[src/hdl/cpu_pkg.sv]
`default_nettype none

package cpu_pkg;

    ////////////////////////////////////////////////////////////
    // Widths
    ////////////////////////////////////////////////////////////

    localparam int DATA_WIDTH     = 32;
    localparam int REG_ADDR_WIDTH = 5;
    localparam int NUM_REGS       = 32;
    localparam int SHAMT_WIDTH    = 5;
    // Byte step between instruction words
    localparam int PC_STEP        = 4;

    typedef logic [DATA_WIDTH-1:0]     word_t;
    typedef logic [REG_ADDR_WIDTH-1:0] reg_addr_t;

    ////////////////////////////////////////////////////////////
    // Encodings
    ////////////////////////////////////////////////////////////

    // Major opcodes, instr[31:26]
    localparam logic [5:0] OP_SPECIAL = 6'h00;
    localparam logic [5:0] OP_ADDIU   = 6'h09;
    localparam logic [5:0] OP_SLTI    = 6'h0a;
    localparam logic [5:0] OP_SLTIU   = 6'h0b;
    localparam logic [5:0] OP_ANDI    = 6'h0c;
    localparam logic [5:0] OP_ORI     = 6'h0d;
    localparam logic [5:0] OP_XORI    = 6'h0e;
    localparam logic [5:0] OP_LUI     = 6'h0f;

    // SPECIAL function field, instr[5:0]
    localparam logic [5:0] FN_SLL  = 6'h00;
    localparam logic [5:0] FN_SRL  = 6'h02;
    localparam logic [5:0] FN_SRA  = 6'h03;
    localparam logic [5:0] FN_SLLV = 6'h04;
    localparam logic [5:0] FN_SRLV = 6'h06;
    localparam logic [5:0] FN_SRAV = 6'h07;
    localparam logic [5:0] FN_ADDU = 6'h21;
    localparam logic [5:0] FN_SUBU = 6'h23;
    localparam logic [5:0] FN_AND  = 6'h24;
    localparam logic [5:0] FN_OR   = 6'h25;
    localparam logic [5:0] FN_XOR  = 6'h26;
    localparam logic [5:0] FN_NOR  = 6'h27;
    localparam logic [5:0] FN_SLT  = 6'h2a;
    localparam logic [5:0] FN_SLTU = 6'h2b;

    // ALU operation, codes 12..15 unused
    typedef enum logic [3:0] {
        ALU_ADD  = 4'd0,
        ALU_SUB  = 4'd1,
        ALU_AND  = 4'd2,
        ALU_OR   = 4'd3,
        ALU_XOR  = 4'd4,
        ALU_NOR  = 4'd5,
        ALU_SLT  = 4'd6,
        ALU_SLTU = 4'd7,
        ALU_SLL  = 4'd8,
        ALU_SRL  = 4'd9,
        ALU_SRA  = 4'd10,
        ALU_LUI  = 4'd11
    } alu_op_e;

    ////////////////////////////////////////////////////////////
    // Stage registers
    ////////////////////////////////////////////////////////////

    typedef struct packed {
        logic  valid;
        word_t pc;
        word_t instr;
    } fetch_t;

    typedef struct packed {
        logic                   valid;
        logic                   reg_w;
        reg_addr_t              rd_addr;
        reg_addr_t              rs_addr;
        reg_addr_t              rt_addr;
        alu_op_e                alu_op;
        logic                   b_is_imm;
        logic                   shamt_from_reg;
        logic [SHAMT_WIDTH-1:0] shamt;
        word_t                  imm;
        word_t                  rs_data;
        word_t                  rt_data;
    } decode_t;

    // Write-back result, also the forwarding source
    typedef struct packed {
        logic      valid;
        logic      reg_w;
        reg_addr_t rd_addr;
        word_t     data;
    } commit_t;

endpackage

`default_nettype wire

[src/hdl/alu.sv]
`timescale 1ns/100ps
`default_nettype none

module alu (
    input  cpu_pkg::alu_op_e                op,
    input  cpu_pkg::word_t                  a,
    input  cpu_pkg::word_t                  b,
    input  logic [cpu_pkg::SHAMT_WIDTH-1:0] shamt,
    output cpu_pkg::word_t                  result
);

    cpu_pkg::word_t sum;
    cpu_pkg::word_t diff;
    cpu_pkg::word_t shift_out;
    logic           lt_signed;
    logic           lt_unsigned;

    // Adder path, wraps modulo 2^32
    assign sum  = a + b;
    assign diff = a - b;

    assign lt_signed   = $signed(a) < $signed(b);
    assign lt_unsigned = a < b;

    ////////////////////////////////////////////////////////////
    // Barrel shifter, operand is b
    ////////////////////////////////////////////////////////////

    always_comb begin
        case (op)
            cpu_pkg::ALU_SRL: shift_out = b >> shamt;
            // Sign bit fills from the left
            cpu_pkg::ALU_SRA: shift_out = $signed(b) >>> shamt;
            default:          shift_out = b << shamt;
        endcase
    end

    // Result select
    always_comb begin
        case (op)
            cpu_pkg::ALU_ADD:  result = sum;
            cpu_pkg::ALU_SUB:  result = diff;
            cpu_pkg::ALU_AND:  result = a & b;
            cpu_pkg::ALU_OR:   result = a | b;
            cpu_pkg::ALU_XOR:  result = a ^ b;
            cpu_pkg::ALU_NOR:  result = ~(a | b);
            cpu_pkg::ALU_SLT:  result = {{(cpu_pkg::DATA_WIDTH-1){1'b0}}, lt_signed};
            cpu_pkg::ALU_SLTU: result = {{(cpu_pkg::DATA_WIDTH-1){1'b0}}, lt_unsigned};
            cpu_pkg::ALU_SLL,
            cpu_pkg::ALU_SRL,
            cpu_pkg::ALU_SRA:  result = shift_out;
            // Low half of the immediate moves up
            cpu_pkg::ALU_LUI:  result = {b[15:0], 16'b0};
            default:           result = '0;
        endcase
    end

endmodule

`default_nettype wire

[src/hdl/decode_stage.sv]
`timescale 1ns/100ps
`default_nettype none

module decode_stage (
    input  logic             clk,
    input  logic             rst_n,
    input  cpu_pkg::fetch_t  fetch,
    input  cpu_pkg::commit_t wb,
    output cpu_pkg::decode_t decode
);

    logic [5:0]                      opcode;
    logic [5:0]                      funct;
    cpu_pkg::reg_addr_t              rs_addr;
    cpu_pkg::reg_addr_t              rt_addr;
    cpu_pkg::reg_addr_t              rd_addr;
    logic [cpu_pkg::SHAMT_WIDTH-1:0] shamt;
    logic [15:0]                     imm16;
    cpu_pkg::alu_op_e                alu_op;
    logic                            known;
    logic                            shamt_from_reg;
    logic                            zero_ext;
    logic                            b_is_imm;
    cpu_pkg::reg_addr_t              dest;
    cpu_pkg::word_t                  imm;
    cpu_pkg::word_t                  rs_data;
    cpu_pkg::word_t                  rt_data;
    cpu_pkg::decode_t                decode_d;

    ////////////////////////////////////////////////////////////
    // Field split
    ////////////////////////////////////////////////////////////

    assign opcode  = fetch.instr[31:26];
    assign rs_addr = fetch.instr[25:21];
    assign rt_addr = fetch.instr[20:16];
    assign rd_addr = fetch.instr[15:11];
    assign shamt   = fetch.instr[10:6];
    assign funct   = fetch.instr[5:0];
    assign imm16   = fetch.instr[15:0];

    // Opcode and funct to ALU control
    // Anything unlisted falls to ADD with no write
    always_comb begin
        known          = 1'b1;
        alu_op         = cpu_pkg::ALU_ADD;
        shamt_from_reg = 1'b0;
        zero_ext       = 1'b0;
        case (opcode)
            cpu_pkg::OP_SPECIAL: begin
                case (funct)
                    cpu_pkg::FN_SLL:  alu_op = cpu_pkg::ALU_SLL;
                    cpu_pkg::FN_SRL:  alu_op = cpu_pkg::ALU_SRL;
                    cpu_pkg::FN_SRA:  alu_op = cpu_pkg::ALU_SRA;
                    cpu_pkg::FN_SLLV: begin
                        alu_op         = cpu_pkg::ALU_SLL;
                        shamt_from_reg = 1'b1;
                    end
                    cpu_pkg::FN_SRLV: begin
                        alu_op         = cpu_pkg::ALU_SRL;
                        shamt_from_reg = 1'b1;
                    end
                    cpu_pkg::FN_SRAV: begin
                        alu_op         = cpu_pkg::ALU_SRA;
                        shamt_from_reg = 1'b1;
                    end
                    cpu_pkg::FN_ADDU: alu_op = cpu_pkg::ALU_ADD;
                    cpu_pkg::FN_SUBU: alu_op = cpu_pkg::ALU_SUB;
                    cpu_pkg::FN_AND:  alu_op = cpu_pkg::ALU_AND;
                    cpu_pkg::FN_OR:   alu_op = cpu_pkg::ALU_OR;
                    cpu_pkg::FN_XOR:  alu_op = cpu_pkg::ALU_XOR;
                    cpu_pkg::FN_NOR:  alu_op = cpu_pkg::ALU_NOR;
                    cpu_pkg::FN_SLT:  alu_op = cpu_pkg::ALU_SLT;
                    cpu_pkg::FN_SLTU: alu_op = cpu_pkg::ALU_SLTU;
                    default:          known  = 1'b0;
                endcase
            end
            cpu_pkg::OP_ADDIU: alu_op = cpu_pkg::ALU_ADD;
            cpu_pkg::OP_SLTI:  alu_op = cpu_pkg::ALU_SLT;
            // Sign-extended immediate, unsigned compare
            cpu_pkg::OP_SLTIU: alu_op = cpu_pkg::ALU_SLTU;
            cpu_pkg::OP_ANDI: begin
                alu_op   = cpu_pkg::ALU_AND;
                zero_ext = 1'b1;
            end
            cpu_pkg::OP_ORI: begin
                alu_op   = cpu_pkg::ALU_OR;
                zero_ext = 1'b1;
            end
            cpu_pkg::OP_XORI: begin
                alu_op   = cpu_pkg::ALU_XOR;
                zero_ext = 1'b1;
            end
            cpu_pkg::OP_LUI:   alu_op = cpu_pkg::ALU_LUI;
            default:           known  = 1'b0;
        endcase
    end

    // Every non-SPECIAL opcode is an I-type form
    assign b_is_imm = (opcode != cpu_pkg::OP_SPECIAL);
    assign dest     = b_is_imm ? rt_addr : rd_addr;

    // Logical immediates are zero-extended
    assign imm = zero_ext ? {{(cpu_pkg::DATA_WIDTH-16){1'b0}}, imm16}
                          : {{(cpu_pkg::DATA_WIDTH-16){imm16[15]}}, imm16};

    // Bypasses the word written back this cycle
    register_file u_regfile (
        .clk     (clk),
        .rst_n   (rst_n),
        .rs_addr (rs_addr),
        .rt_addr (rt_addr),
        .wb      (wb),
        .rs_data (rs_data),
        .rt_data (rt_data)
    );

    ////////////////////////////////////////////////////////////
    // Decode/execute register
    ////////////////////////////////////////////////////////////

    always_comb begin
        decode_d.valid          = fetch.valid;
        decode_d.reg_w          = known;
        decode_d.rd_addr        = dest;
        decode_d.rs_addr        = rs_addr;
        decode_d.rt_addr        = rt_addr;
        decode_d.alu_op         = alu_op;
        decode_d.b_is_imm       = b_is_imm;
        decode_d.shamt_from_reg = shamt_from_reg;
        decode_d.shamt          = shamt;
        decode_d.imm            = imm;
        decode_d.rs_data        = rs_data;
        decode_d.rt_data        = rt_data;
    end

    // Control bits cleared, rest is payload
    always_ff @(posedge clk) begin
        decode <= decode_d;
        if (!rst_n) begin
            decode.valid <= 1'b0;
            decode.reg_w <= 1'b0;
        end
    end

endmodule

`default_nettype wire

[src/hdl/execute_stage.sv]
`timescale 1ns/100ps
`default_nettype none

module execute_stage (
    input  logic             clk,
    input  logic             rst_n,
    input  cpu_pkg::decode_t decode,
    output cpu_pkg::commit_t commit
);

    logic                            commit_writes;
    logic                            fwd_rs;
    logic                            fwd_rt;
    cpu_pkg::word_t                  op_rs;
    cpu_pkg::word_t                  op_rt;
    cpu_pkg::word_t                  alu_b;
    logic [cpu_pkg::SHAMT_WIDTH-1:0] alu_shamt;
    cpu_pkg::word_t                  alu_result;
    cpu_pkg::commit_t                commit_d;

    ////////////////////////////////////////////////////////////
    // Forwarding
    ////////////////////////////////////////////////////////////

    // Commit register holds the instruction just ahead
    // Older results already came through the regfile bypass
    assign commit_writes = commit.valid && commit.reg_w && (commit.rd_addr != '0);

    assign fwd_rs = commit_writes && (commit.rd_addr == decode.rs_addr);
    assign fwd_rt = commit_writes && (commit.rd_addr == decode.rt_addr);

    assign op_rs = fwd_rs ? commit.data : decode.rs_data;
    assign op_rt = fwd_rt ? commit.data : decode.rt_data;

    // Operand select
    // Immediate replaces rt on I-type
    assign alu_b = decode.b_is_imm ? decode.imm : op_rt;

    // Variable shifts use low bits of rs only
    assign alu_shamt = decode.shamt_from_reg ? op_rs[cpu_pkg::SHAMT_WIDTH-1:0]
                                             : decode.shamt;

    alu u_alu (
        .op     (decode.alu_op),
        .a      (op_rs),
        .b      (alu_b),
        .shamt  (alu_shamt),
        .result (alu_result)
    );

    ////////////////////////////////////////////////////////////
    // Execute/write-back register
    ////////////////////////////////////////////////////////////

    always_comb begin
        commit_d.valid   = decode.valid;
        commit_d.reg_w   = decode.reg_w;
        commit_d.rd_addr = decode.rd_addr;
        commit_d.data    = alu_result;
    end

    always_ff @(posedge clk) begin
        commit <= commit_d;
        if (!rst_n) begin
            commit.valid <= 1'b0;
            commit.reg_w <= 1'b0;
        end
    end

    // Decoder only emits defined operations
    legal_alu_op: assert property (
        @(posedge clk) disable iff (!rst_n)
        decode.valid |-> decode.alu_op inside {
            cpu_pkg::ALU_ADD, cpu_pkg::ALU_SUB, cpu_pkg::ALU_AND, cpu_pkg::ALU_OR,
            cpu_pkg::ALU_XOR, cpu_pkg::ALU_NOR, cpu_pkg::ALU_SLT, cpu_pkg::ALU_SLTU,
            cpu_pkg::ALU_SLL, cpu_pkg::ALU_SRL, cpu_pkg::ALU_SRA, cpu_pkg::ALU_LUI
        }
    );

endmodule

`default_nettype wire

[src/hdl/fetch_stage.sv]
`timescale 1ns/100ps
`default_nettype none

module fetch_stage (
    input  logic            clk,
    input  logic            rst_n,
    output cpu_pkg::word_t  imem_addr,
    input  cpu_pkg::word_t  imem_data,
    output cpu_pkg::fetch_t fetch
);

    cpu_pkg::word_t  pc;
    cpu_pkg::fetch_t fetch_d;

    // Flow-through port, word comes back in the same cycle
    assign imem_addr = pc;

    // PC register
    // Sequential only, no redirect source left
    always_ff @(posedge clk) begin
        if (!rst_n) begin
            pc <= '0;
        end else begin
            pc <= pc + cpu_pkg::word_t'(cpu_pkg::PC_STEP);
        end
    end

    // Every cycle out of reset carries a fresh instruction
    always_comb begin
        fetch_d.valid = 1'b1;
        fetch_d.pc    = pc;
        fetch_d.instr = imem_data;
    end

    // Fetch/decode register
    // Only valid is cleared, pc and instr are payload
    always_ff @(posedge clk) begin
        fetch <= fetch_d;
        if (!rst_n) begin
            fetch.valid <= 1'b0;
        end
    end

endmodule

`default_nettype wire

[src/hdl/int_pipeline.sv]
`timescale 1ns/100ps
`default_nettype none

module int_pipeline (
    input  logic             clk,
    input  logic             rst_n,
    output cpu_pkg::word_t   imem_addr,
    input  cpu_pkg::word_t   imem_data,
    output cpu_pkg::commit_t commit
);

    // Stage registers
    cpu_pkg::fetch_t  fetch;
    cpu_pkg::decode_t decode;

    ////////////////////////////////////////////////////////////
    // IF
    ////////////////////////////////////////////////////////////

    fetch_stage u_fetch (
        .clk       (clk),
        .rst_n     (rst_n),
        .imem_addr (imem_addr),
        .imem_data (imem_data),
        .fetch     (fetch)
    );

    // ID, register file written from commit
    decode_stage u_decode (
        .clk    (clk),
        .rst_n  (rst_n),
        .fetch  (fetch),
        .wb     (commit),
        .decode (decode)
    );

    // EX, its register is the write-back stage
    execute_stage u_execute (
        .clk    (clk),
        .rst_n  (rst_n),
        .decode (decode),
        .commit (commit)
    );

endmodule

`default_nettype wire

[src/hdl/register_file.sv]
`timescale 1ns/100ps
`default_nettype none

module register_file (
    input  logic               clk,
    input  logic               rst_n,
    input  cpu_pkg::reg_addr_t rs_addr,
    input  cpu_pkg::reg_addr_t rt_addr,
    input  cpu_pkg::commit_t   wb,
    output cpu_pkg::word_t     rs_data,
    output cpu_pkg::word_t     rt_data
);

    cpu_pkg::word_t regs [cpu_pkg::NUM_REGS];
    logic           wr_en;

    // Writes to $0 are dropped here
    assign wr_en = wb.valid && wb.reg_w && (wb.rd_addr != '0);

    always_ff @(posedge clk) begin
        if (!rst_n) begin
            for (int i = 0; i < cpu_pkg::NUM_REGS; i++) begin
                regs[i] <= '0;
            end
        end else if (wr_en) begin
            regs[wb.rd_addr] <= wb.data;
        end
    end

    // One read port
    // $0 first, then the word being written this cycle
    function automatic cpu_pkg::word_t read_port(input cpu_pkg::reg_addr_t addr);
        if (addr == '0) begin
            return '0;
        end
        if (wr_en && (wb.rd_addr == addr)) begin
            return wb.data;
        end
        return regs[addr];
    endfunction

    always_comb begin
        rs_data = read_port(rs_addr);
        rt_data = read_port(rt_addr);
    end

    // Execute must never hand over a write with an undriven destination
    wr_addr_known: assert property (
        @(posedge clk) disable iff (!rst_n)
        (wb.valid && wb.reg_w) |-> !$isunknown(wb.rd_addr)
    );

endmodule

`default_nettype wire

[config.mk]
export PLATFORM = sky130hd
export DESIGN_NAME = int_pipeline
export DESIGN_NICKNAME = d
export VERILOG_FILES = /design/src/hdl/cpu_pkg.sv /design/src/hdl/alu.sv /design/src/hdl/decode_stage.sv /design/src/hdl/execute_stage.sv /design/src/hdl/fetch_stage.sv /design/src/hdl/int_pipeline.sv /design/src/hdl/register_file.sv
export SDC_FILE = /design/constraint.sdc
export NUM_CORES = 2
export LEC_CHECK = 0
export ABC_AREA = 1
export BUFFER_PORTS_ARGS = -buffer_cell sky130_fd_sc_hd__buf_2
export CAP_MARGIN = 25
export CORE_MARGIN = 5
export CORE_UTILIZATION = 45
export DETAILED_ROUTE_END_ITERATION = 7
export PLACE_DENSITY = 0.62
export SLEW_MARGIN = 10
export SYNTH_ARGS = -nofsm -noshare
export SYNTH_HDL_FRONTEND = slang
export SYNTH_SLANG_ARGS = --single-unit
[constraint.sdc]
create_clock -name clk -period 10.3 [get_ports clk]
set_clock_uncertainty 0.15 [all_clocks]
set_input_delay 0.515 -clock clk [delete_from_list [all_inputs] [get_ports clk]]
set_output_delay 0.515 -clock clk [all_outputs]
set_load 0.05 [all_outputs]
### After elaboration in Yosys (flattened, before gate mapping)

Memories as Yosys holds them, arrays and structs flattened. A register that Yosys moved wholly into a read port is not among the register bits.
Index checks and enable logic that the tools add are counted.

* register bits: 213
* bits in latches: 0
* bits in writable memories: 1024
* bits in read-only memories: 0
* bits of input ports: 34
* output and inout bits: 71
* word-level logic and storage cells: 125
* memories kept: 1

* add/subtract/negate cells: 3
* $mul: 0
* div/mod/pow operators: 0
* order comparisons: 2
* equality and inequality tests: 35
* shift-type cells: 3
* mux-type cells: 35
* bitwise operators: 4
* reductions and logical operators: 22

Memory list
* u_decode.u_regfile.regs: words 32, bits a word 32, rd ports 2, clocked after Yosys merged registers in 2, wr ports 32, RTL line register_file.sv:14 `cpu_pkg::word_t regs [cpu_pkg::NUM_REGS];`

Operator list (number)
* two-way mux 32 bit: 12
* case mux 32 bit (10 select lines): 1
* < comparator 32 bit: 2
* case mux 32 bit (2 select lines): 1
* equality test 6 bit (second input constant): 8
* equality test 6 x 4 -> 1 bit (second input constant): 7
* case mux 4 bit (10 select lines): 1
* adder 32 x 3 -> 32 bit (second input constant): 1
* adder 32 bit: 1
* bitwise AND 32 bit: 1
* NOT 32 bit: 1
* OR 32 bit: 1
* OR reduction 32 bit: 1
* << shifter 32 x 5 -> 32 bit: 1
* >> shifter 32 x 5 -> 32 bit: 1
* >>> shifter 32 x 5 -> 32 bit: 1
* subtractor 32 bit: 1
* bitwise XOR 32 bit: 1
* case mux 4 bit (7 select lines): 1
* equality test 5 bit: 4
* equality test 6 x 3 -> 1 bit (second input constant): 3
* equality test 4 x 3 -> 1 bit (second input constant): 4
* equality test 4 bit (second input constant): 4
* two-way mux 1 bit: 15
* other kinds (15): 30

### Longest topological paths before layout

* depth after elaboration: 8
* mapped depth: 31
* gate-level depth less buffers: 29

### Hierarchy

A second synthesis with hierarchy kept.

* cell total of the unflattened synthesis: 10500
* area total of the unflattened synthesis: 76970.1 sq um

Modules (own cells, without submodules)
* register_file: instances 1, cells each 7377, area an instance 58444.8 sq um, seq. area each 30749.5 sq um
* alu: instances 1, cells each 2193, area an instance 10532.6 sq um, seq. area each 0.0 sq um
* fetch_stage: instances 1, cells each 299, area an instance 2860.2 sq um, seq. area each 1861.8 sq um
* decode_stage: instances 1, cells each 212, area an instance 2642.5 sq um, seq. area each 2082.0 sq um
* execute_stage: instances 1, cells each 419, area an instance 2489.9 sq um, seq. area each 780.7 sq um

### Worst setup path after synthesis

Ideal clock, no wire load.

* path type: register -> register
* start: reg u_execute.commit[36] (netlist name)
* end: reg u_execute.commit[18] (netlist name)
* library setup time: 117 ps
* arrival: 3925 ps
* required time: 10033 ps
* setup slack: 6109 ps
* cell stages (with the launch flop): 32
* path buffers: 2
* period minus slack after synthesis: 4191 ps
* cell sequence: dfxtp_1 -> buf_4 -> inv_4 -> nand2_1 -> nand2_1 -> inv_1 -> nand2_1 -> nor2_4 -> nand3_4 -> buf_6 -> nand2_1 -> o21ai_2 -> nor2_1 -> nor2_2 -> ha_1 -> fa_1 -> inv_1 -> nand2_1 -> o21ai_0 -> a21oi_1 -> inv_1 -> nand2_1 -> nand2_1 -> a21oi_1 -> o21bai_1 -> nand2_1 -> nand2_1 -> nand2_1 -> nand3_1 -> nand4_1 -> a21oi_1 -> nand2_1

* cells in the longest elaborated chain, start to end: 8
* elaborated cells on any way between the ends: 21
* classes of those cells: add/sub: 2; eq/ne: 2; shift: 3; mux: 6; bitwise: 4; reduce/logical: 4

RTL lines
* parallel branches: the longest is 7 deep, another holds subtractor 32 bit
* case mux 32 bit (10 select lines) (*): RTL line alu.sv:40 `case (op)`
* via u_execute.alu_result[18]: RTL line execute_stage.sv:18 `cpu_pkg::word_t alu_result;`

Mark *: on every way through the listed nets, which the timed path passes.
A chain may end at the register's enable or synchronous reset.

### Worst setup path in the final report

* start: reg u_execute.commit[36] (netlist name)
* end: reg u_execute.commit[24] (netlist name)

* cells in the longest elaborated chain, start to end: 8
* elaborated cells on any way between the ends: 21
* classes of those cells: add/sub: 2; eq/ne: 2; shift: 3; mux: 6; bitwise: 4; reduce/logical: 4

RTL lines (RTL line)
* parallel branches: the longest is 7 deep, another holds subtractor 32 bit
* case mux 32 bit (10 select lines) (*): alu.sv:40
* via u_execute.alu_result[24]: execute_stage.sv:18

Marked as above.

==> impl_metrics.toml <==
[run_status]
status = "finished, final reports clean"

[floorplan]
core_um2 = 156000
ios = 105
dieArea_um2 = 165000
rows = 145
die_x_um = 406
die_y_um = 406
start_util = 0.453

[route]
dr.first_iter.drc_count = 10900
num_vias = 68300
first_pass_iters = 7
wl_per_cell_um = 28.3
vias_per_cell = 6.29
drc = 0
ant_nets = 0
drt_wl_total_mm = 308

[final_layout]
utilization = 0.497
final_cell_mix = "nor2_1, o21ai_0, nand2_1"
nNetsFinal = 8818
area_growth_pct = 9.76
layout.cells.most_common = "nor2_1"
fin_cells = 10900
layout-drive-gt1-share = 0.0695

[yosys]
ys_async_sr_fraction = 0
syn_area_um2 = 70700
syn_avg_cell_area_um2 = 7.91
ys_seq_elements = 1230
synth-edff-count = 1024
netlist-cell-type-count = 56
synth_cells = 8938
yosysWarnings = 0
synth_flop_cell = "edfxtp_1"
yosysSeqAreaShare = 0.493

[clock_network]
holdBufCountCts = 33
clk_pin_slew_ns = 0.06
cts_htree_levels = 4
post_cts_buffers = 0
cts-root-buf = "clkbuf_16"
cts_buffers = 144
cts_tree = "built"
insertion_delay_ns = 0.81
postCtsResizedCells = 0
cts.sinks = 1230
cts_max_path_buffers = 3

[sta]
setup_violations = 0
rsz0062_at_grt = "false"
hold_viol = 0
tns_ns = 0
worst_pin_slew_ns = 1.29
holdWs_ns = 0.178
post-route-min-period_ns = 6.17
slew_headroom = 0.137
period_share = 0.599
timing.fmax_mhz = 162
fin_ws_ns = 4.13
maxSlewViolCount = 0

[critical_path]
reg2regPathDepth = 25
critPathKind = "flop to flop"
r2r-start = "u_execute.commit[36]"
end_kind = "flop"
worst_ep_arrival_time_ns = 6.68
path_max_fanout = 34
timing.rr.end = "u_execute.commit[24]"
crit_required_ns = 10.81
critPathLaunchType = "flop"
r2r_setup_slack_ns = 4.13

[placed_design]
placedCellCount = 10600
pre_cts_ws_ns = 4.28
port-buffer-count = 102
gp_congestion = 1.01
dp_hpwl_mm = 192

[worst_hold_path]
holdPathEnd = "u_decode.decode[74]"
whs_path_depth = 0
hold_class = "flop to flop"
hold_start = "u_fetch.fetch[10]"

[power_and_ir_drop]
leakage_nw = 30.6
powerDensity_nw_per_um2 = 179
ir_worst_vdd_mv = 0.194

[global_route]
grt_max_degree = 222
grt_pass1_wl_mm = 436
antenna_found_initial = 12
grt.overflow.total = 0
grt.total_usage = 0.361
grt_pass1_vias = 62600

[flow_run]
maxCapViolations = 0
[per-layer routing]
layer | part of all wire | wire length [um] | GRT usage
met2 | 0.43 | 131000 | 0.535
met1 | 0.38 | 115000 | 0.471
met3 | 0.12 | 35900 | 0.0798
met4 | 0.082 | 25300 | 0.249
met5 | 0.00015 | 46 | 0
[sequential cells by signal, indices dropped and copies added, names as in the netlist]
name	flops
u_decode.decode	104
u_decode.u_regfile.regs	1024
u_execute.commit	39
u_fetch.imem_addr	30
u_fetch.fetch	33
[cell usage after synthesis, types with 66 or more instances]
cell type	n	area share
nor2_1	1536	0.082
o21ai_0	1281	0.091
nand2_1	1270	0.067
edfxtp_1	1024	0.43
inv_1	669	0.035
nand3_1	655	0.046
clkbuf_1	615	0.033
a21oi_1	602	0.043
o211ai_1	293	0.031
dfxtp_1	206	0.058
o22ai_1	147	0.013
nand4_1	109	0.0096
ha_1	97	0.017
buf_1	66	0.0035
[critical path, cell delays in order, from the launching register on]
cell	delay, ns
dfxtp_1	0.67
inv_4	0.09
nand2_1	0.08
nand2_1	0.04
inv_1	0.05
nand2_1	0.08
nor2_4	0.70
nand3_4	0.66
o21ai_2	0.35
nor2_1	0.07
nor2_2	0.26
ha_1	0.26
inv_1	0.07
fa_1	0.49
inv_1	0.15
a21oi_1	0.12
o21bai_1	0.29
a21boi_0	0.25
o21ai_0	0.34
nand2_1	0.25
o21ai_0	0.20
nand2_1	0.06
nand3_1	0.08
nand3_1	0.07
nor2_1	0.09
nand2_1	0.05
[cell type report]
cell class                 count  area (um2)
tap                         2058        2570
clock inverter                62         604
multi-input combinational   6299       30500
fill                       14900       78600
clock buffer                 196        3950
inverter                     685        2600
sequential                  1230       34900
antenna                        7        17.5
timing repair buffer         325        2460
[stage by stage]
| stage | instance area [um2] | total power, mW |
|---|---|---|
| after detailed placement | 72700 | 8.81 |
| after global routing | 77600 | 14.3 |
| after floorplan | 70900 | 7.57 |
| after CTS | 77600 | 13.8 |
| after global placement | 72600 | 8.78 |
| final | 77600 | 13.9 |
[how the worst max path moves through the flow]
stage	from	to	slack, ns	cells past startpoint
after global placement	u_execute.commit[36]	u_execute.commit[24]	4.33	25
after detailed placement	u_execute.commit[36]	u_execute.commit[24]	4.28	25
after floorplan	u_execute.commit[36]	u_execute.commit[18]	6.11	31
final	u_execute.commit[36]	u_execute.commit[24]	4.13	25
after CTS	u_execute.commit[36]	u_execute.commit[24]	4.27	25
after global routing	u_execute.commit[36]	u_execute.commit[24]	3.72	25
[logic make-up after synthesis]
family | Yosys count | share of synthesized area
AND/OR/NAND/NOR | 3670 | 0.213
AO/OA/AOI/OAI | 2477 | 0.194
buffers and inverters | 1442 | 0.0794
flip-flops | 1230 | 0.493
adder cells (fa/ha/maj) | 99 | 0.0177
XOR/XNOR | 19 | 0.00235
other | 1 | 0.0000530
[power breakdown]
part / internal, mW / leakage (nW) / switching [mW] / total, mW
sequential: 5.62 / 12.2 / 0.325 / 5.95
clock: 2.90 / 2.22 / 2.16 / 5.06
combinational: 0.627 / 16.2 / 2.27 / 2.90
total: 9.15 / 30.6 / 4.76 / 13.9
(Power assumes the default switching activity.)
